[config.mk]
export PLATFORM = sky130hd
export DESIGN_NAME = norm_check_unit
export DESIGN_NICKNAME = d
export VERILOG_FILES = /design/src/source/norm_check_pkg.sv /design/src/source/norm_check_unit.sv
export SDC_FILE = /design/constraint.sdc
export NUM_CORES = 1
export LEC_CHECK = 0
export ABC_AREA = 1
export BUFFER_PORTS_ARGS = -buffer_cell sky130_fd_sc_hd__buf_2
export CORE_ASPECT_RATIO = 0.75
export CORE_MARGIN = 4
export CORE_UTILIZATION = 40
export CTS_BUF_LIST = sky130_fd_sc_hd__clkbuf_4
export DETAILED_ROUTE_END_ITERATION = 8
export PLACE_DENSITY = 0.74
export SYNTH_ARGS = -nofsm -noshare
export SYNTH_HDL_FRONTEND = slang
export SYNTH_SLANG_ARGS = --single-unit
[constraint.sdc]
create_clock -name clk -period 0.9 [get_ports clk]
set_input_delay 0.18 -clock clk [delete_from_list [all_inputs] [get_ports clk]]
set_output_delay 0.18 -clock clk [all_outputs]
set_load 0.02 [all_outputs]
[src/source/norm_check_pkg.sv]
// ML-DSA-87 norm check constants, mode and state types, and the bound lookup
`default_nettype none

package norm_check_pkg;

    // Ring and vector dimensions for ML-DSA-87
    localparam logic [31:0] mldsa_q = 32'd8380417;
    localparam int mldsa_n = 256;
    localparam int mldsa_l = 7;
    localparam int mldsa_k = 8;

    // Rounding and rejection parameters
    localparam logic [31:0] mldsa_gamma1 = 32'd524288;
    localparam logic [31:0] mldsa_beta = 32'd120;
    localparam logic [31:0] mldsa_gamma2 = (mldsa_q - 32'd1) / 32'd32;

    // Memory geometry
    localparam int coeff_width = 23;
    localparam int coeffs_per_word = 4;
    localparam int mem_data_width = coeff_width * coeffs_per_word;
    localparam int mem_addr_width = 9;
    localparam int words_per_poly = mldsa_n / coeffs_per_word;
    // Two words per read cycle
    localparam int beat_per_poly = words_per_poly / 2;

    // APB register map
    localparam int apb_addr_width = 4;
    localparam logic [apb_addr_width-1:0] reg_ctrl = 4'h0;
    localparam logic [apb_addr_width-1:0] reg_base = 4'h4;
    localparam logic [apb_addr_width-1:0] reg_status = 4'h8;

    // Check modes, value 3 is reserved
    typedef enum logic [1:0] {
        z_bound   = 2'd0,
        r0_bound  = 2'd1,
        ct0_bound = 2'd2,
        mode_rsvd = 2'd3
    } chk_norm_mode_t;

    // Read sequencer states
    typedef enum logic [1:0] {
        CHK_IDLE   = 2'd0,
        CHK_RD_MEM = 2'd1,
        CHK_DONE   = 2'd2
    } chk_read_state_e;

    // Bound B per mode, a coefficient fails when its centered magnitude reaches B
    function automatic logic [31:0] norm_bound(input chk_norm_mode_t mode);
        case (mode)
            z_bound:   return mldsa_gamma1 - mldsa_beta;
            r0_bound:  return mldsa_gamma2 - mldsa_beta;
            ct0_bound: return mldsa_gamma2;
            // Never written by software
            default:   return mldsa_gamma2;
        endcase
    endfunction

endpackage

`default_nettype wire

[src/source/norm_check_unit.sv]
// Eight parallel centered-range coefficient checks with a sticky violation flag
`timescale 1ns/100ps
`default_nettype none

module norm_check_unit (
    input  logic                                      clk,
    input  logic                                      reset_n,
    input  logic                                      zeroize,
    input  norm_check_pkg::chk_norm_mode_t            mode,
    input  logic                                      check_enable,
    input  logic                                      frame_done,
    input  logic [norm_check_pkg::mem_data_width-1:0] rdata_even,
    input  logic [norm_check_pkg::mem_data_width-1:0] rdata_odd,
    output logic                                      result_valid,
    output logic                                      violation
);
    import norm_check_pkg::*;

    // Enable lined up with the registered read data
    logic chk_en_d;
    logic [2*mem_data_width-1:0] beat_data;
    logic [2*coeffs_per_word-1:0] coeff_hit;
    logic [31:0] bound;
    logic [31:0] upper;

    // Even word holds the lower four coefficients of the beat
    assign beat_data = {rdata_odd, rdata_even};

    // Violation window is [B, q-B], plus anything at or above q
    always_comb begin
        logic [31:0] coeff;
        bound = norm_bound(mode);
        upper = mldsa_q - bound;
        coeff = '0;
        for (int i = 0; i < 2 * coeffs_per_word; i++) begin
            coeff = 32'(beat_data[i*coeff_width +: coeff_width]);
            coeff_hit[i] = ((coeff >= bound) && (coeff <= upper)) || (coeff >= mldsa_q);
        end
    end

    // One-cycle delay of the framing strobes
    always_ff @(posedge clk or negedge reset_n) begin
        if (!reset_n) begin
            chk_en_d <= 1'b0;
            result_valid <= 1'b0;
        end else if (zeroize) begin
            chk_en_d <= 1'b0;
            result_valid <= 1'b0;
        end else begin
            chk_en_d <= check_enable;
            // Last beat was folded in on the frame_done edge
            result_valid <= frame_done;
        end
    end

    // Sticky flag
    always_ff @(posedge clk or negedge reset_n) begin
        if (!reset_n) begin
            violation <= 1'b0;
        end else if (zeroize) begin
            violation <= 1'b0;
        end else if (check_enable && !chk_en_d) begin
            // First read cycle of a frame, data not yet back
            violation <= 1'b0;
        end else if (chk_en_d) begin
            violation <= violation | (|coeff_hit);
        end
    end

endmodule

`default_nettype wire

# == Yosys cells after proc, flatten, opt, wreduce, memory -nomap -nowiden ==
# Index checks and enable logic that the tools add are counted.
# word_totals
reg_bits,3
out_inout_bits,2
elab_cells,57
# op_classes
addsub,1
n_lt_le_gt_ge,24
eq_ne,1
mux,6
bitwise_logic,1
reduce_logical,21
# op_table
cell,n
>= comparator 23 x 32 -> 1 bit,8
<= comparator 23 x 32 -> 1 bit,8
>= comparator 23 bit (second input constant),8
one-hot mux 19 bit (2 select lines),1
subtractor 23 x 32 -> 32 bit (first input constant),1
logical AND 1 bit,9
logical OR 1 bit,8
OR reduction 8 bit,1
two-way mux 1 bit,5
nonzero test 3 bit,1
equality test 2 x 1 -> 1 bit (second input constant),1
zero test 2 bit,1
zero test 1 bit,1
OR 1 bit,1

# == Logic depth before layout (Yosys ltp) ==
# Gate-level depths: netlist of run 1.
# logic_depth
word_depth,11
depth_mapped,18
mapped_depth_nobuf,17

# == Least setup slack after synthesis of run 1 ==
# No wires, ideal clock.
# synth_timing
path_kind,input-to-reg
startpoint,input port mode[1]
endpoint,register violation
setup_time_ps,122
arrival_time_ps,2502
required_time_ps,778
slack_ps,-1724
path_stages,15
n_path_buf,3
cell_sequence,buf_6 > buf_6 > buf_6 > nor2_1 > inv_1 > ha_1 > nand2_1 > nor3_1 > nand2_1 > nand2_1 > nand2_1 > nand2_1 > nand2_1 > nor2_1 > a21oi_1
# synth_via
elab_chain_len,11
elab_cells_between_ends,41
cone_classes,add/sub: 1; order compare: 16; eq/ne: 1; mux: 4; bitwise: 1; reduce/logical: 18
# synth_lines
item,line_no,source
from (decl),norm_check_unit.sv:9,"input norm_check_pkg::chk_norm_mode_t mode,"
equality test 2 x 1 -> 1 bit or zero test 2 bit (tied branches),norm_check_pkg.sv:49,case (mode)
one-hot mux 19 bit (2 select lines) (*),norm_check_pkg.sv:49,
subtractor 23 x 32 -> 32 bit,norm_check_unit.sv:33,upper = mldsa_q - bound;
<= comparator 23 x 32 -> 1 bit,norm_check_unit.sv:37,coeff_hit[i] = ((coeff >= bound) && (coeff <= upper)) || (coeff >= mldsa_q);
logical AND 1 bit,norm_check_unit.sv:37,
logical OR 1 bit,norm_check_unit.sv:37,
OR reduction 8 bit (*),norm_check_unit.sv:66,violation <= violation | (|coeff_hit);
OR 1 bit (*),norm_check_unit.sv:66,
two-way mux 1 bit (*),norm_check_unit.sv:65,end else if (chk_en_d) begin
two-way mux 1 bit (*),norm_check_unit.sv:62,end else if (check_enable && !chk_en_d) begin
two-way mux 1 bit (*),norm_check_unit.sv:60,end else if (zeroize) begin
to (signal assigned),norm_check_unit.sv:66,
to (decl),norm_check_unit.sv:15,output logic violation
# Every way passes the cells marked *; elsewhere a longest branch is shown, timed or not. The select of a mux whose other input is x is not followed.
# A chain may end at the register's enable or synchronous reset.

# == Worst setup path after layout of run 1 ==
# layout_timing
startpoint,input port mode[0]
endpoint,register violation
# The elaborated chain is that of the path after synthesis.

==> reports/metrics.cfg, run 1 <==
[status]
outcome=finished, violations left
violations=setup timing

[die]
initial_utilization_pct=41.9
io_pins=193
die_h_um=90.4
core_area_sq_um=8640
num_rows=29
die_x_um=118
die_area_sq_um=10600

[yosys]
synth.avg_cell_area_sq_um=5.37
synthMuxAreaShare_pct=0
synth_edf_count=0
async_flop_share_pct=100
synth_most_common_cell=nand2_1
ys_top_cells_by_area=nand2_1, ha_1, inv_1
synth_top_family_by_area=simple AND/OR/NAND/NOR gates
syn_inst=674
ys_types=27
synth_simple_gate_area_share_pct=58.1
ys_seq_area_share_pct=2.08
synthAdderAreaFrac_pct=21.8
synth.largest_area_cell=nand2_1
ys_ff_latch=3
yosysWarnings=0
yosysTopAreaCellShare_pct=22.0
netlist_top_cells_count=nand2_1, inv_1, nor2_1
ys.flop_type=dfrtp_1
synth_compound_area_share_pct=7.44
synth_xor_area_share_pct=0
synth.cell_area_sq_um=3620

[critical_path]
r2r-start=violation
cp-end-kind=flip-flop
reg2reg_depth=8
required_ns=1.03
crit_end=violation
r2r_end=violation
cp.arrival_ns=1.75
startpoint=mode[0]
slowest_delay_ns=0.26
path_cells=buf_8 > nor2_4 > buf_6 > buf_4 > buf_4 > ha_1 > a21oi_1 > or2_2 > nand2_1 > nand2_1 > nand2_1 > nand2_2 > nor2_2 > a21oi_1
worst-path-buf-inv=4
critPathSlowestCell=or2_2
crit_top_cell=nand2_1
r2r_slack_ns=-0.37
critPathTopFamily=simple AND/OR/NAND/NOR gates
path_class=in2reg
worst-path-stages=14
crit_fanout=5
cp-start-kind=input pin

[clock_tree]
clkSinkCount=3
clk_latency_ns=0.24
clock-root-buffer=clkbuf_4
cts_tree=built
cts_buffers=3
clk_pin_slew_ns=0.05
cts.htree.levels=1
clock_path_buffers=2

[grt]
grt_max_degree=24
antenna_found_initial=1
grt.overflow.total=0
grt_pass1_vias=4972
track_usage_pct=23.2
grt_first_pass_wirelength_um=21700

[placement]
gp_congestion=0.912
dpl.cell_count=1075
dpl_cell_area_sq_um=5510
dp_hpwl_um=11500
io_buffer_count=192

[sta]
fin_worst_skew_ns=0.00987
fin_hold_ws_ns=0.112
fin_ws_ns=-0.724
hold_viol=0
setup_viol=3
timing.fmax_mhz=616
rsz0062_at_grt=true
final_max_slew_viol_count=0
timing.final.crit_share_pct=180
period_minus_slack_ns=1.62

[hold_path]
holdPathStages=2
hold_class=in2reg

[detailed_routing]
vias_per_cell=4.94
dr_total_vias=5358
drcViolationCount=0
first_pass_iters=5
drt_iter0_drc=301
drt-total-wl_um=13300
detail_route.wl_per_cell_um=12.3
final_antenna_net_count=0

[power]
ir_drop_v=0.000327
p_per_area_nw_per_um2=450
p_leak_uw=0.00325

[final_layout]
n_fill_cell=837
syn_to_final_growth_pct=59.3
stdcell_count=1084
drive_above_1_share_pct=36.2
diodes=0
fin_area_sq_um=5760
nets=1231

[flow_run]
cap_violations=0

-- state kept, by name, summed over array words and instances, names as in the netlist --
register      cells
result_valid      1
chk_en_d          1
violation         1
-- worst min-delay path by stage --
stage,start,to,slack [ns]
2_1_floorplan,reset_n,chk_en_d,-0.12
3_3_place_gp,reset_n,result_valid,-0.02
3_5_place_dp,reset_n,chk_en_d,-0.02
4_1_cts,zeroize,result_valid,0.11
5_1_grt,zeroize,result_valid,0.12
6_report,zeroize,result_valid,0.11
-- logic make-up (layout without fill, tap and decap cells) --
group | Yosys count | count (layout)
and+or+nand+nor | 467 | 467
buffers and inverters | 93 | 388
adders and majority gates | 63 | 63
AOI/OAI and AO/OA | 47 | 47
DFF | 3 | 3
other | 1 | 8
-- layout make-up --
cell class              count  area (sq um)  area share (%)
repair buffers            296          1820            31.5
clock buffers               4          30.0           0.521
inverters                  88           338            5.86
flip-flops and latches      3          75.1            1.30
multi-input cells         585          3370            58.4
well taps                 108           135            2.34
-- metal layers --
layer	global-route usage (%)	vias up	part of all wire, %
li1	-	2842	-
met1	31.8	2321	48
met2	39.4	184	44
met3	3.88	9	7.3
met4	2.63	2	0.64
met5	0	-	0.053
-- stage by stage --
stage / setup TNS (ns) / setup slack, ns / utilization [%] / total power [uW]
2_1_floorplan: -1.07 / -1.07 / - / 1110
3_3_place_gp: -1.05 / -1.05 / 63.9 / 2160
3_5_place_dp: -1.08 / -1.08 / 63.9 / 2190
4_1_cts: -0.934 / -0.753 / 65.3 / 2530
5_1_grt: -1.05 / -0.848 / 66.7 / 2890
6_report: -0.904 / -0.724 / 66.7 / 2600
-- layout by cell type (no fill, tap or decap), drive strengths merged --
cell,n
inv,88
conb,8
a21oi,26
dfrtp,3
o211ai,1
nor4b,1
o21bai,10
nand4,34
nand3,65
a21o,1
o21ai,9
or2,11
nor3b,13
nor2,84
buf,295
ha,63
nor3,37
dlygate4sd3,1
and3,3
nor4,3
nand2,214
nand3b,2
clkbuf,4
-- what timing repair did --
action	CTS	global route
pin swaps	13	25
setup buffers	2	3
hold endpoints to repair	3	0
resized for setup	19	19
hold buffers	1	0
setup endpoints to repair	3	3
-- where the power goes --
group          switching (uW)  internal (uW)
combinational            1090           1080
sequential               4.08            142
clock                    86.7            197
No activity file was read; power rests on OpenSTA's default activity.
==> inputs of run 2 (changes only) <==
- CORE_MARGIN: 4 -> 5
==> reports/metrics.cfg, run 2 (same netlist as run 1, synthesis figures left out) <==
[status]
outcome=finished, violations left
violations=setup timing

[final_layout]
drive_above_1_share_pct=34.7
n_fill_cell=903
final_util_pct=63.8
layout_commonest_cell=nand2_1
reg.largest.list=chk_en_d (1), result_valid (1), violation (1)
nets=1228
final_cell_mix=nand2_1, buf_2, buf_4
syn_to_final_growth_pct=57.5

[power]
power_uw=2560
p_per_area_nw_per_um2=450
p_leak_uw=0.00324
ir_drop_v=0.000190

[clock_tree]
cts_buffers=3
cts.htree.levels=1
clk_pin_slew_ns=0.04
clock_path_buffers=2
clk_latency_ns=0.23
clock-root-buffer=clkbuf_4
clkSinkCount=3
cts_tree=built

[critical_path]
r2r_end=violation
cp-end-kind=flip-flop
crit_end=violation
cp-start-kind=input pin
startpoint=mode[1]
crit_fanout=6
path_class=in2reg
required_ns=1.02
r2r-start=violation
reg2reg_depth=8
cp.arrival_ns=1.77
r2r_slack_ns=-0.42

[grt]
track_usage_pct=23.0
grt_first_pass_wirelength_um=21800
grt_pass1_vias=5107
antenna_found_initial=1
grt_max_degree=21
grt.overflow.total=0

[die]
num_rows=30
die_h_um=92.4
core_area_sq_um=8930
initial_utilization_pct=40.5
die_area_sq_um=11100
io_pins=193
die_x_um=120

[detailed_routing]
first_pass_iters=5
drt-total-wl_um=13300
vias_per_cell=4.89
drt_iter0_drc=240
detail_route.wl_per_cell_um=12.2
dr_total_vias=5313
drcViolationCount=0
final_antenna_net_count=0

[sta]
timing.fmax_mhz=604
fin_ws_ns=-0.754
rsz0062_at_grt=true
fin_worst_skew_ns=0.000103
timing.final.crit_share_pct=184
final_max_slew_viol_count=0
hold_viol=0
period_minus_slack_ns=1.65
setup_viol=3

[placement]
gp_congestion=0.897
place_ws_ns=-1.04
dp_hpwl_um=11600
io_buffer_count=192

[hold_path]
hold_class=in2reg

[flow_run]
cap_violations=0

run 2: cell types whose count changed in the layout (fill, tap and decap cells not counted), sizes merged:
| cell | change |
|---|---|
| diode | +1 |
| buf | -3 |
run 2: critical path, stage by stage:
cell and delay [ns]:
buf_12 0.09, nor2_4 0.04, buf_12 0.14, buf_8 0.14, ha_4 0.26, nand4_1 0.09
nor3_2 0.24, nand2_1 0.07, nand2_1 0.06, nand2_1 0.05, nand2_1 0.05, nand2_1 0.04
nand2_1 0.07, nand2_1 0.05, nor2_1 0.12, a21oi_1 0.08
run 2: report_power, final:
group	leakage [uW]	switching, uW	internal [uW]
registers	0.0000391	4.72	142
clock network	0.0000184	88.3	197
logic	0.00318	1070	1060
run 2: worst min path at each step:
stage / from / end / slack, ns / depth (start not counted)
floorplan: reset_n / chk_en_d / -0.12 / 0
global route: zeroize / chk_en_d / 0.11 / 2
CTS: zeroize / result_valid / 0.11 / 2
global placement: reset_n / result_valid / -0.02 / 1
finish: zeroize / result_valid / 0.11 / 2
detailed placement: reset_n / result_valid / -0.02 / 1
run 2: per-layer routing:
layer  part of all wire [%]  wire length (um)  GRT usage, %  up-vias
li1                       -                 -             -     2848
met1                     47              6210          31.4     2244
met2                     44              5840          39.7      201
met3                    8.5              1120          3.24       18
met4                   0.89               119          3.05        2
met5                  0.053                 7             0        -
run 2: layout make-up:
class,instances,area (sq um),area share [%]
well taps,112,140,2.46
multi-input cells,585,3320,58.3
clock buffers,4,30.0,0.527
diodes,1,2.50,0.0439
inverters,88,338,5.93
repair buffers,293,1790,31.4
flip-flops and latches,3,75.1,1.32
run 2: timing repair:
| action | 4_1_cts | 5_1_grt |
|---|---|---|
| hold buffers | 1 | 0 |
| resized for setup | 25 | 3 |
| pin swaps | 7 | 11 |
| setup buffers | 3 | 1 |
| endpoints found under the hold margin | 3 | 0 |
| endpoints found under the setup margin | 3 | 3 |
run 2: per-stage QoR:
step | instances | hold slack, ns | setup TNS (ns) | cell area [sq um]
after floorplan | 681 | -0.116 | -1.07 | 3710
after global placement | 1076 | -0.0164 | -0.996 | 5500
after detailed placement | 1076 | -0.0164 | -1.04 | 5500
after CTS | 1084 | 0.106 | -0.877 | 5660
after global routing | 1085 | 0.114 | -1.07 | 5690
final | 1086 | 0.111 | -0.930 | 5700
