--- src/source/norm_check_pkg.sv ---
// ML-DSA-87 norm check constants, mode and state types, and the bound lookup
`default_nettype none

package norm_check_pkg;

    // Ring and vector dimensions for ML-DSA-87
    localparam logic [31:0] mldsa_q = 32'd8380417;
    localparam int mldsa_n = 256;
    localparam int mldsa_l = 7;
    localparam int mldsa_k = 8;

    // Rounding and rejection parameters
    localparam logic [31:0] mldsa_gamma1 = 32'd524288;
    localparam logic [31:0] mldsa_beta = 32'd120;
    localparam logic [31:0] mldsa_gamma2 = (mldsa_q - 32'd1) / 32'd32;

    // Memory geometry
    localparam int coeff_width = 23;
    localparam int coeffs_per_word = 4;
    localparam int mem_data_width = coeff_width * coeffs_per_word;
    localparam int mem_addr_width = 9;
    localparam int words_per_poly = mldsa_n / coeffs_per_word;
    // Two words per read cycle
    localparam int beat_per_poly = words_per_poly / 2;

    // APB register map
    localparam int apb_addr_width = 4;
    localparam logic [apb_addr_width-1:0] reg_ctrl = 4'h0;
    localparam logic [apb_addr_width-1:0] reg_base = 4'h4;
    localparam logic [apb_addr_width-1:0] reg_status = 4'h8;

    // Check modes, value 3 is reserved
    typedef enum logic [1:0] {
        z_bound   = 2'd0,
        r0_bound  = 2'd1,
        ct0_bound = 2'd2,
        mode_rsvd = 2'd3
    } chk_norm_mode_t;

    // Read sequencer states
    typedef enum logic [1:0] {
        CHK_IDLE   = 2'd0,
        CHK_RD_MEM = 2'd1,
        CHK_DONE   = 2'd2
    } chk_read_state_e;

    // Bound B per mode, a coefficient fails when its centered magnitude reaches B
    function automatic logic [31:0] norm_bound(input chk_norm_mode_t mode);
        case (mode)
            z_bound:   return mldsa_gamma1 - mldsa_beta;
            r0_bound:  return mldsa_gamma2 - mldsa_beta;
            ct0_bound: return mldsa_gamma2;
            // Never written by software
            default:   return mldsa_gamma2;
        endcase
    endfunction

endpackage

`default_nettype wire

--- src/source/norm_check_apb_regs.sv ---
// APB register file with control, base address and status for the norm check
`timescale 1ns/100ps
`default_nettype none

module norm_check_apb_regs (
    input  logic                                      clk,
    input  logic                                      reset_n,
    input  logic                                      psel,
    input  logic                                      penable,
    input  logic                                      pwrite,
    input  logic [norm_check_pkg::apb_addr_width-1:0] paddr,
    input  logic [31:0]                               pwdata,
    output logic [31:0]                               prdata,
    output logic                                      pready,
    output logic                                      pslverr,
    output logic                                      start,
    output logic                                      zeroize,
    output norm_check_pkg::chk_norm_mode_t            mode,
    output logic [norm_check_pkg::mem_addr_width-1:0] base_addr,
    input  logic                                      busy,
    input  logic                                      result_valid,
    input  logic                                      violation
);
    import norm_check_pkg::*;

    logic access;
    logic hit_ctrl;
    logic hit_base;
    logic hit_status;
    logic mode_bad;
    logic ctrl_wr;
    logic done_q;
    logic violation_q;

    // Address decode and error response, all in the access phase
    always_comb begin
        access = psel && penable;
        hit_ctrl = (paddr == reg_ctrl);
        hit_base = (paddr == reg_base);
        hit_status = (paddr == reg_status);
        mode_bad = pwrite && hit_ctrl && (pwdata[3:2] == mode_rsvd);
        ctrl_wr = access && pwrite && hit_ctrl && !mode_bad;
        pready = 1'b1;
        pslverr = access && (!(hit_ctrl || hit_base || hit_status) || mode_bad);
    end

    // Control and base registers, start and zeroize self-clear
    always_ff @(posedge clk or negedge reset_n) begin
        if (!reset_n) begin
            start <= 1'b0;
            zeroize <= 1'b0;
            mode <= z_bound;
            base_addr <= '0;
        end else begin
            start <= 1'b0;
            zeroize <= 1'b0;
            if (ctrl_wr) begin
                start <= pwdata[0];
                zeroize <= pwdata[1];
                mode <= chk_norm_mode_t'(pwdata[3:2]);
            end
            if (access && pwrite && hit_base) begin
                base_addr <= pwdata[mem_addr_width-1:0];
            end
        end
    end

    // Status, done held until the next start or zeroize
    always_ff @(posedge clk or negedge reset_n) begin
        if (!reset_n) begin
            done_q <= 1'b0;
            violation_q <= 1'b0;
        end else if (start || zeroize) begin
            done_q <= 1'b0;
            violation_q <= 1'b0;
        end else if (result_valid) begin
            done_q <= 1'b1;
            violation_q <= violation;
        end
    end

    // Read mux
    always_comb begin
        prdata = '0;
        if (hit_ctrl) begin
            prdata[3:2] = mode;
        end else if (hit_base) begin
            prdata[mem_addr_width-1:0] = base_addr;
        end else if (hit_status) begin
            prdata[2:0] = {violation_q, done_q, busy};
        end
    end

endmodule

`default_nettype wire

--- config.mk ---
export PLATFORM = sky130hd
export DESIGN_NAME = norm_check_apb_regs
export DESIGN_NICKNAME = d
export VERILOG_FILES = /design/src/source/norm_check_pkg.sv /design/src/source/norm_check_apb_regs.sv
export SDC_FILE = /design/constraint.sdc
export NUM_CORES = 1
export LEC_CHECK = 0
export BUFFER_PORTS_ARGS = -buffer_cell sky130_fd_sc_hd__buf_4
export CORE_MARGIN = 5
export CORE_UTILIZATION = 38
export DETAILED_ROUTE_END_ITERATION = 6
export PLACE_DENSITY = 0.84
export SYNTH_ARGS = -nofsm -noshare
export SYNTH_HDL_FRONTEND = slang
export SYNTH_SLANG_ARGS = --single-unit
--- constraint.sdc ---
create_clock -name clk -period 1.7 [get_ports clk]
set_input_delay 0 -clock clk [delete_from_list [all_inputs] [get_ports clk]]
set_output_delay 0 -clock clk [all_outputs]
set_load 0.02 [all_outputs]
Word level (Yosys, flattened, before mapping)
Index checks and enable logic that the tools add are counted.
- eq/ne operators: 3
- mux-type cells: 12
- reduce and logical (&&, ||, !) cells: 16
- operators by type and width (cell ; number):
    $logic_and A1 B1 Y1 ; 8
    $mux W1 ; 6
    $mux W3 ; 2
    $mux W6 ; 1
    $mux W5 ; 1
    $eq A4 B3 Y1 const B ; 1
    $eq A4 B4 Y1 const B ; 1
    $logic_not A4 Y1 ; 1
    $logic_or A1 B1 Y1 ; 4
    $mux W2 ; 2
    $eq A2 B2 Y1 const B ; 1
    $logic_not A1 Y1 ; 2
    $reduce_bool A2 Y1 ; 1
- output and inout bits: 47
- logic and storage cells: 37
- bits of input ports: 44
- flip-flop bits (word level): 15

Logic depth before layout (Yosys ltp)
Gate-level depths: netlist of the first run.
- depth after elaboration: 6
- depth in mapped cells: 4
- gate-level depth less buffers: 3

Worst setup path before layout of the first run
OpenSTA, ideal clock, no wires.
- path kind: register to output
- from: reg base_addr[2] (netlist name)
- to: out prdata[2]
- data required time: 1700 ps
- data arrival time: 1355 ps
- path buffers: 0
- path slack: 345 ps
- stages on the path, launching flop included: 4
- cells stage by stage: dfrtp_1 mux2i_1 or2_2 a211oi_1
- longest elaborated chain between the ends: 2
- RTL lines (item ; RTL line ; RTL):
    from (decl) ; norm_check_apb_regs.sv:19 ; output logic [norm_check_pkg::mem_addr_width-1:0] base_addr,
    from (signal assigned) ; norm_check_apb_regs.sv:63 ; base_addr <= pwdata[mem_addr_width-1:0];
    $mux W3 ; norm_check_apb_regs.sv:87 ; end else if (hit_base) begin
    $mux W2 ; norm_check_apb_regs.sv:85 ; if (hit_ctrl) begin
    to (decl) ; norm_check_apb_regs.sv:13 ; output logic [31:0] prdata,
No other way between the ends.

Worst setup path in the final report of the first run
- from: reg mode[0]
- to: out prdata[2]
- longest elaborated chain between the ends: 1
- RTL lines (item ; RTL line ; RTL):
    from (decl) ; norm_check_apb_regs.sv:18 ; output norm_check_pkg::chk_norm_mode_t mode,
    from (signal assigned) ; norm_check_apb_regs.sv:52 ; mode <= z_bound;
    from (signal assigned) ; norm_check_apb_regs.sv:60 ; mode <= chk_norm_mode_t'(pwdata[3:2]);
    $mux W2 ; norm_check_apb_regs.sv:85 ;
No other way between the ends.

==> results.txt, run 1 <==
- After the first detailed-routing iteration, the DRC count stood at 3.
* Final count of hold timing violations: 0
- Peak Freq: 715 MHz
- Nets@finish: about 190
* Area of the die: about 3500 µm²
* Root cell of the clock tree: sky130_fd_sc_hd__clkbuf_4
- Period Utilization, post-route: 0.823
- GRT overflow: 0
- Arr. time, crit path: 1.40 ns
- For this configuration, the core starts out at a cell density of 0.387.
- Number of H-tree levels: 1
- Num Clock Sinks: 15
- The worst hold path begins at result_valid.
- The die is between 50 and 60 µm wide.
* Port-buffer cells: between 40 and 50
- The routed design has 2.24 mm of wire.
* Reg2Reg Capture Point: base_addr[0]$_DFFE_PN0P_
* Average wire per standard cell: about 13 µm
* Post-synthesis register bit count: 15
- The setup path with the least slack is of type flip-flop to primary output.
* Placeable core region: between 2000 and 2500 µm²
- Of all nets on the critical path, the largest fanout is 3.
- Number of setup violations in the final report: 0
* Clk pin slew, worst setup/hold paths: 0.09 ns
- Clock buffers created by TritonCTS: 3
- Of the synthesized area, sequential elements account for 0.403.
- At the worst endpoint, the required time is roughly 1.7 ns.
- Synthesis warning total: 0
- Final antenna-violating net count: 0
- Number of global-route vias before repair: 810
- Critical path startpoint category: flip-flop
- Register-to-register path setup slack: approximately 0.90 ns
- Endpoint kind of the worst setup timing path: primary output
- Clock skew on the completed layout was measured at ~0.0063 ns.
* Floorplan die height: 59.5 µm
- Ports: around 90
* Pwr per Cell Area: just over 700 nW/µm²
- After clock tree synthesis, the setup repair step added 0 buffers.
* Worst-case setup margin in the final layout: 0.301 ns
- In this run the static leakage power is about 0.7 nW.
- Number of cells produced by synthesis: 86
- The most critical setup path has its endpoint at prdata[2].
- Drc violations: 0
- The synthesized netlist contains 26 unique library cells.
- Across the whole layout, storage elements account for ~380 µm².
* Pin count of the biggest net entering global routing: 16
- Setup repair after global routing left no endpoint under its margin.
- Post-detailed-route via-to-cell ratio: approximately 4.5
- Timing analysis after detailed placement gives a worst setup slack of 0.239 ns.
- In this run the core area contains 18 standard-cell rows.
- Cell area after synthesis: between 900 and 1000 µm²
- Tracing the worst setup path back leads to its startpoint at mode[0]$_DFFE_PN0P_.
- The initial antenna violation count was 0.
- Buffers inserted to repair hold after CTS numbered 10.
- No sink is reached through more buffers than the 2 on the longest clock path.
- The design draws around 0.00094 W.
- Area of the multi-input gates: 444 µm²
- Total number of vias: 768
* CTS tree: yes
- Total negative slack: 0 ns
- Drt pass-1 iters: 4
* Final weighted congestion in routability-driven placement: roughly 0.73
* Startpoint of the most critical register-to-register path: base_addr[0]$_DFFE_PN0P_
- Hold Path Class: primary input to flip-flop
- Mean instance size in the synthesized netlist: about 11 µm²
* Number of max-cap violations: 0
- The first global-routing pass estimated ~3.5 mm of wire.
* Combined global-route utilization of all metal layers: 0.130
- Worst Reg-to-Reg Cells: 1
- Maximum vdd ir drop: ~440 µV
* Status: completed
* Clock latency on the worst-skew pair: 0.28 ns
- The repair_antennas step left the layout with diodes totalling 0.
- The smallest clock period supported by the final layout is computed as about 1.4 ns.
- Fillcell total: 225
* Number of max-slew violations in the final report: 0
- HPWL Detailed: between 1.5 and 2 mm
* Fraction of layout cells with a size suffix above 1: 0.468
- Post-cts resize count: 0
- P&R area growth vs syn: 41.5%
## cells by family after synthesis
group / after synthesis / share of synthesized area
AO/OA/AOI/OAI: 8 / 0.0671
buffers and inverters: 26 / 0.209
flip-flops: 15 / 0.403
multiplexers: 11 / 0.130
other: 2 / 0.00806
AND/OR/NAND/NOR: 24 / 0.183
## layout make-up
cell class	instances	share of cell area
clock buffer	3	0.0171
clock inverter	1	0.00380
inverter	1	0.00285
multi-input combinational	67	0.337
sequential	15	0.285
tap	30	0.0285
timing repair buffer	54	0.326
## metal layers
layer / vias up / track usage / part of all wire
li1: 361 / - / -
met1: 360 / 0.134 / 0.34
met2: 45 / 0.245 / 0.51
met3: 2 / 0.0370 / 0.14
met4: 0 / 0.0475 / 0.0045
met5: - / 0 / 0
## layout by cell type (no fill, tap or decap), types with 2 or more instances in the layout
cell	count
sky130_fd_sc_hd__o22a_1	2
sky130_fd_sc_hd__dfrtp_1	15
sky130_fd_sc_hd__nand2_1	3
sky130_fd_sc_hd__a211oi_1	2
sky130_fd_sc_hd__mux2i_1	2
sky130_fd_sc_hd__nor3_1	4
sky130_fd_sc_hd__dlygate4sd3_1	10
sky130_fd_sc_hd__mux2_2	9
sky130_fd_sc_hd__buf_4	44
sky130_fd_sc_hd__clkbuf_4	3
sky130_fd_sc_hd__conb_1	24
sky130_fd_sc_hd__and2_1	2
sky130_fd_sc_hd__and2_2	5
sky130_fd_sc_hd__a22oi_1	2
## cell usage after synthesis, drive strengths merged
cell type	number	area [µm²]
a211oi	2	15.0
mux2	9	101
buf	25	191
and4	1	8.76
nand4	1	6.26
o22a	2	17.5
mux2i	2	20.0
conb	2	7.51
or2	1	6.26
nor2b	1	6.26
inv	1	3.75
a22oi	2	15.0
or4	1	7.51
nor4	1	6.26
and4bb	1	12.5
nand2	3	11.3
and2	7	50.1
a21oi	1	5.00
dfrtp	15	375
nor4b	1	23.8
and2b	1	7.51
a22o	1	10.0
nor2	1	3.75
nor3	4	20.0
## flip-flops by register name, summed over array words and instances (netlist names)
| signal | cells |
|---|---|
| start | 1 |
| base_addr | 9 |
| mode | 2 |
| zeroize | 1 |
| violation_q | 1 |
| done_q | 1 |
## critical path, cell delays in order, from the launching register on
cell and delay, ns:
sky130_fd_sc_hd__dfrtp_1 0.39, sky130_fd_sc_hd__mux2i_1 0.08, sky130_fd_sc_hd__or2_2 0.27, sky130_fd_sc_hd__a211oi_1 0.20, sky130_fd_sc_hd__buf_4 0.18
## worst min-delay path by stage
stage,endpoint,cells after the start
2_1_floorplan,base_addr[0]$_DFFE_PN0P_,0
3_3_place_gp,base_addr[4]$_DFFE_PN0P_,1
4_1_cts,done_q$_DFFE_PN0P_,3
3_5_place_dp,base_addr[5]$_DFFE_PN0P_,1
5_1_grt,violation_q$_DFFE_PN0P_,3
6_report,done_q$_DFFE_PN0P_,3
## through the flow
| stage | hold slack, ns | utilization | area [µm²] | instances |
|---|---|---|---|---|
| 6_report | 0.0225 | 0.547 | 1320 | 171 |
| 5_1_grt | 0.0242 | 0.547 | 1320 | 171 |
| 4_1_cts | 0.0149 | 0.547 | 1320 | 171 |
| 3_5_place_dp | -0.135 | 0.494 | 1190 | 157 |
| 3_3_place_gp | -0.142 | 0.494 | 1190 | 157 |
| 2_1_floorplan | -0.296 | - | 1010 | 108 |
## report_power, final
group	internal [W]	total, W	switching, W
clock	0.0000873	0.000203	0.000116
sequential	0.000396	0.000429	0.0000324
combinational	0.000138	0.000307	0.000168
Power figures use the tool's default switching activity.
==> run 2: changes to the inputs <==
ABC_AREA = 1   (was not set)
CORE_UTILIZATION = 33   (was 38)
PLACE_DENSITY = 0.76   (was 0.84)
clock period = 1.17 ns   (was 1.7 ns; I/O delays follow)
==> results.txt, run 2 <==
- The flow ran to the end, and the final reports show no timing, DRC or antenna violations.
- Routability-driven placement finished with a final weighted congestion of between 0.8 and 0.9.
* Number of H-tree levels: 1
- The cell sitting at the root of the clock tree is a sky130_fd_sc_hd__clkbuf_4.
- The worst register-to-register path begins at zeroize$_DFF_PN0_.
* RSZ-0062 raised after global routing: no
- Reg2Reg Capture Point: violation_q$_DFFE_PN0P_
- Mean instance size in the synthesized netlist: 7.42 µm²
* Arr. time, crit path: a little under 1 ns
- By area the synthesized netlist is led by sky130_fd_sc_hd__dfrtp_1 (38%), sky130_fd_sc_hd__buf_4 (18%), sky130_fd_sc_hd__nand2_1 (15%).
* Combined global-route utilization of all metal layers: 0.109
- Number of flip-flops in the largest register: 9
- Counting both buffers and inverters, the worst setup path holds a total of 2.
- Number of setup violations in the final report: 0
* Placed Cells incl. Taps: roughly 210
* Critical path startpoint category: flip-flop
- STA puts the critical path data required time at 1.17 ns.
* Nets@finish: about 240
* Drt pass-1 iters: 5
* Commonest non-fill, non-tap cell in the layout: sky130_fd_sc_hd__buf_4
- The number of hold violations in the final report was 0.
* Pin count of the biggest net entering global routing: 16
- The count of nets left with antenna violations once routing finished came out at 0.
- The finished layout holds between 200 and 250 standard cells, fillers aside.
* Cell area after synthesis: 995 µm²
- Worst Reg-to-Reg Cells: 2
* Worst Hold Depth: 3
- The number of pins exceeding their max-slew limit in the final report came to 0.
* Fillcell total: between 300 and 400
- The largest single stage delay on the critical path is approximately 0.37 ns.
* Number of global-route vias before repair: between 800 and 900
- The signal on the critical path passes through inv_1 -> nor2_1 -> buf_4.
- Top cell family by delay on the critical path: flip-flops
- The die is between 60 and 70 µm wide.
* Critical path class: flip-flop to primary output
- Commonest cells after routing, fill and taps aside: sky130_fd_sc_hd__buf_4 (41), sky130_fd_sc_hd__nand2_1 (40), sky130_fd_sc_hd__conb_1 (24), sky130_fd_sc_hd__dfrtp_1 (15), sky130_fd_sc_hd__inv_1 (14)
- GRT overflow: 0
* Number of unique standard cell types used by synthesis: 19
- Worst-case setup margin in the final layout: about 0.18 ns
- Area of the die: between 4000 and 5000 µm²
- Among all flip-flop cells after synthesis, the most frequent one is sky130_fd_sc_hd__dfrtp_1.
- Along the worst path, the maximum fanout reaches 3.
* Top cell types by occurrence after synthesis: sky130_fd_sc_hd__nand2_1 (40), sky130_fd_sc_hd__buf_4 (24), sky130_fd_sc_hd__dfrtp_1 (15), sky130_fd_sc_hd__inv_1 (14), sky130_fd_sc_hd__nor2_1 (13)
* Synthesis warning total: 0
- The biggest area contributor in the post-synthesis netlist is sky130_fd_sc_hd__dfrtp_1.
- Largest buffer count on any clock path: 2
- Num Clock Sinks: 15
* Pwr Total: approximately 0.0014 W
- After clock tree synthesis, the clock-pin slew on the worst setup and hold paths is about 0.090 ns.
- The first global-routing pass estimated between 3 and 4 mm of wire.
- Skew final: roughly 0.0018 ns
- In this run the worst hold path is classified as primary input to flip-flop.
- The repair_antennas step left the layout with diodes totalling 0.
* Endpoint kind of the worst setup timing path: primary output
* Register-to-register path setup slack: ~0.27 ns
- TritonCTS built the clock tree.
- In the finished design, the share of the clock period the worst path needs comes to 0.848.
- Ports: 91
- Largest reg by FF count: base_addr
* Number of max-cap violations: 0
* Floorplan die height: 64.9 µm
* Max stage delay cell, worst path: sky130_fd_sc_hd__dfrtp_1
- Clock latency on the worst-skew pair: 0.27 ns
- Detailed placement ended at an HPWL of approximately 1.9 mm.
- Count of routing violations after the opening detailed-route iteration: 33
- P&R area growth vs syn: 42.3%
- Fraction of the yosys area taken by sequential cells: 0.377
- Counting every instance in the synthesized netlist gives 134.
- In this run the static leakage power is roughly 0.83 nW.
- Hold-critical path endpoint: violation_q$_DFFE_PN0P_
- Cell area after layout: 1420 µm²
- Timing analysis after detailed placement gives a worst setup slack of around 0.28 ns.
* Drc violations: 0
- The placed instances occupy a cell area of 1260 µm².
- Across all layers, the routed design uses 907 vias.
* Initial Utilization: 0.334
- Total negative slack: 0 ns
- Top-area cell type share of the netlist area: 0.377
* Total number of placement rows: 20
- For the finished layout, the period the worst path requires is around 0.99 ns.
* Maximum vdd ir drop: ~400 µV
- In the final layout, the share of cells above drive strength 1 is 0.326.
- Hold path start: violation
* Average wire per standard cell: approximately 11 µm
* Peak Freq: 1010 MHz
* Number of synthesized flops with an enable pin: 0
* Placeable core region: between 2000 and 3000 µm²
- The initial antenna violation count came to 0.
- After synthesis the netlist holds a flip-flop and latch count of 15.
- Dividing the detail-routed via count by the number of cells gives a little over 4.
- sky130_fd_sc_hd__nand2_1 is the most common cell in the netlist.
- Of all flip-flops after synthesis, the portion carrying an async set or reset was 1.00.
- Overall routed net length: 2.43 mm
* Clock buffers created by TritonCTS: 3
- Top flop regs: base_addr: 9 flops, mode: 2 flops
- For this design the ratio of total power to cell area is roughly 950 nW/µm².
- Port buffering added 43 buffers.
[run 2: cell count changes after synthesis, sizes merged, moves of 2 or more]
cell and delta:
mux2i -2, o21ai +3, inv +15, nand3 +7, and2 -7, a211oi -2
mux2 -9, nor3 -3, o22a -2, a22oi -2, nand2 +42, nor2 +17
[run 2: where the power goes]
| group | internal, W | total, W | leakage (nW) | switching (W) |
|---|---|---|---|---|
| registers | 0.000571 | 0.000615 | 0.195 | 0.0000446 |
| clock network | 0.000132 | 0.000285 | 0.0150 | 0.000153 |
| logic | 0.000182 | 0.000450 | 0.622 | 0.000268 |
[run 2: kinds of logic after synthesis]
logic type	share of synthesized area
flops	0.377
compound gates	0.0201
simple gates	0.353
other cells	0.00755
buf+inv	0.242
[run 2: worst max-delay path by stage]
stage,from,end,cells after the start
after floorplan,zeroize$_DFF_PN0_,violation_q$_DFFE_PN0P_,2
after global placement,zeroize$_DFF_PN0_,violation_q$_DFFE_PN0P_,2
after detailed placement,zeroize$_DFF_PN0_,violation_q$_DFFE_PN0P_,2
after CTS,pwdata[3],pslverr,7
after global routing,mode[0]$_DFFE_PN0P_,prdata[2],3
final,base_addr[6]$_DFFE_PN0P_,prdata[6],3
[run 2: worst register-to-register path, delay by kind of cell (launching register included)]
family        cells  cell delay [ns]
simple gates      2             0.44
flops             1             0.38
[run 2: per-stage QoR]
step | hold WS, ns | util
2_1_floorplan | -0.296 | -
3_3_place_gp | -0.136 | 0.424
3_5_place_dp | -0.138 | 0.424
4_1_cts | 0.00660 | 0.469
5_1_grt | 0.00195 | 0.475
6_report | 0.00663 | 0.475
[run 2: final cells by class]
| class | instances | area (µm²) | share of cell area |
|---|---|---|---|
| clock buffer | 4 | 26.3 | 0.0186 |
| inverter | 16 | 60.1 | 0.0424 |
| sequential | 15 | 375 | 0.265 |
| tap | 33 | 41.3 | 0.0292 |
| multi-input combinational | 101 | 467 | 0.330 |
| timing repair buffer | 54 | 445 | 0.315 |
[run 2: layer usage]
metal  share of wire  global-route usage  routed length, µm
met1            0.39               0.131                939
met2            0.52               0.194               1280
met3           0.089              0.0312                216
met4               0              0.0158                  0
met5               0                   0                  0
[run 2: timing repair]
item,in CTS,in global routing
resized for setup,0,5
hold buffers,11,0
hold endpoints to repair,29,0
endpoints found under the setup margin,0,1
buffers inserted,0,0
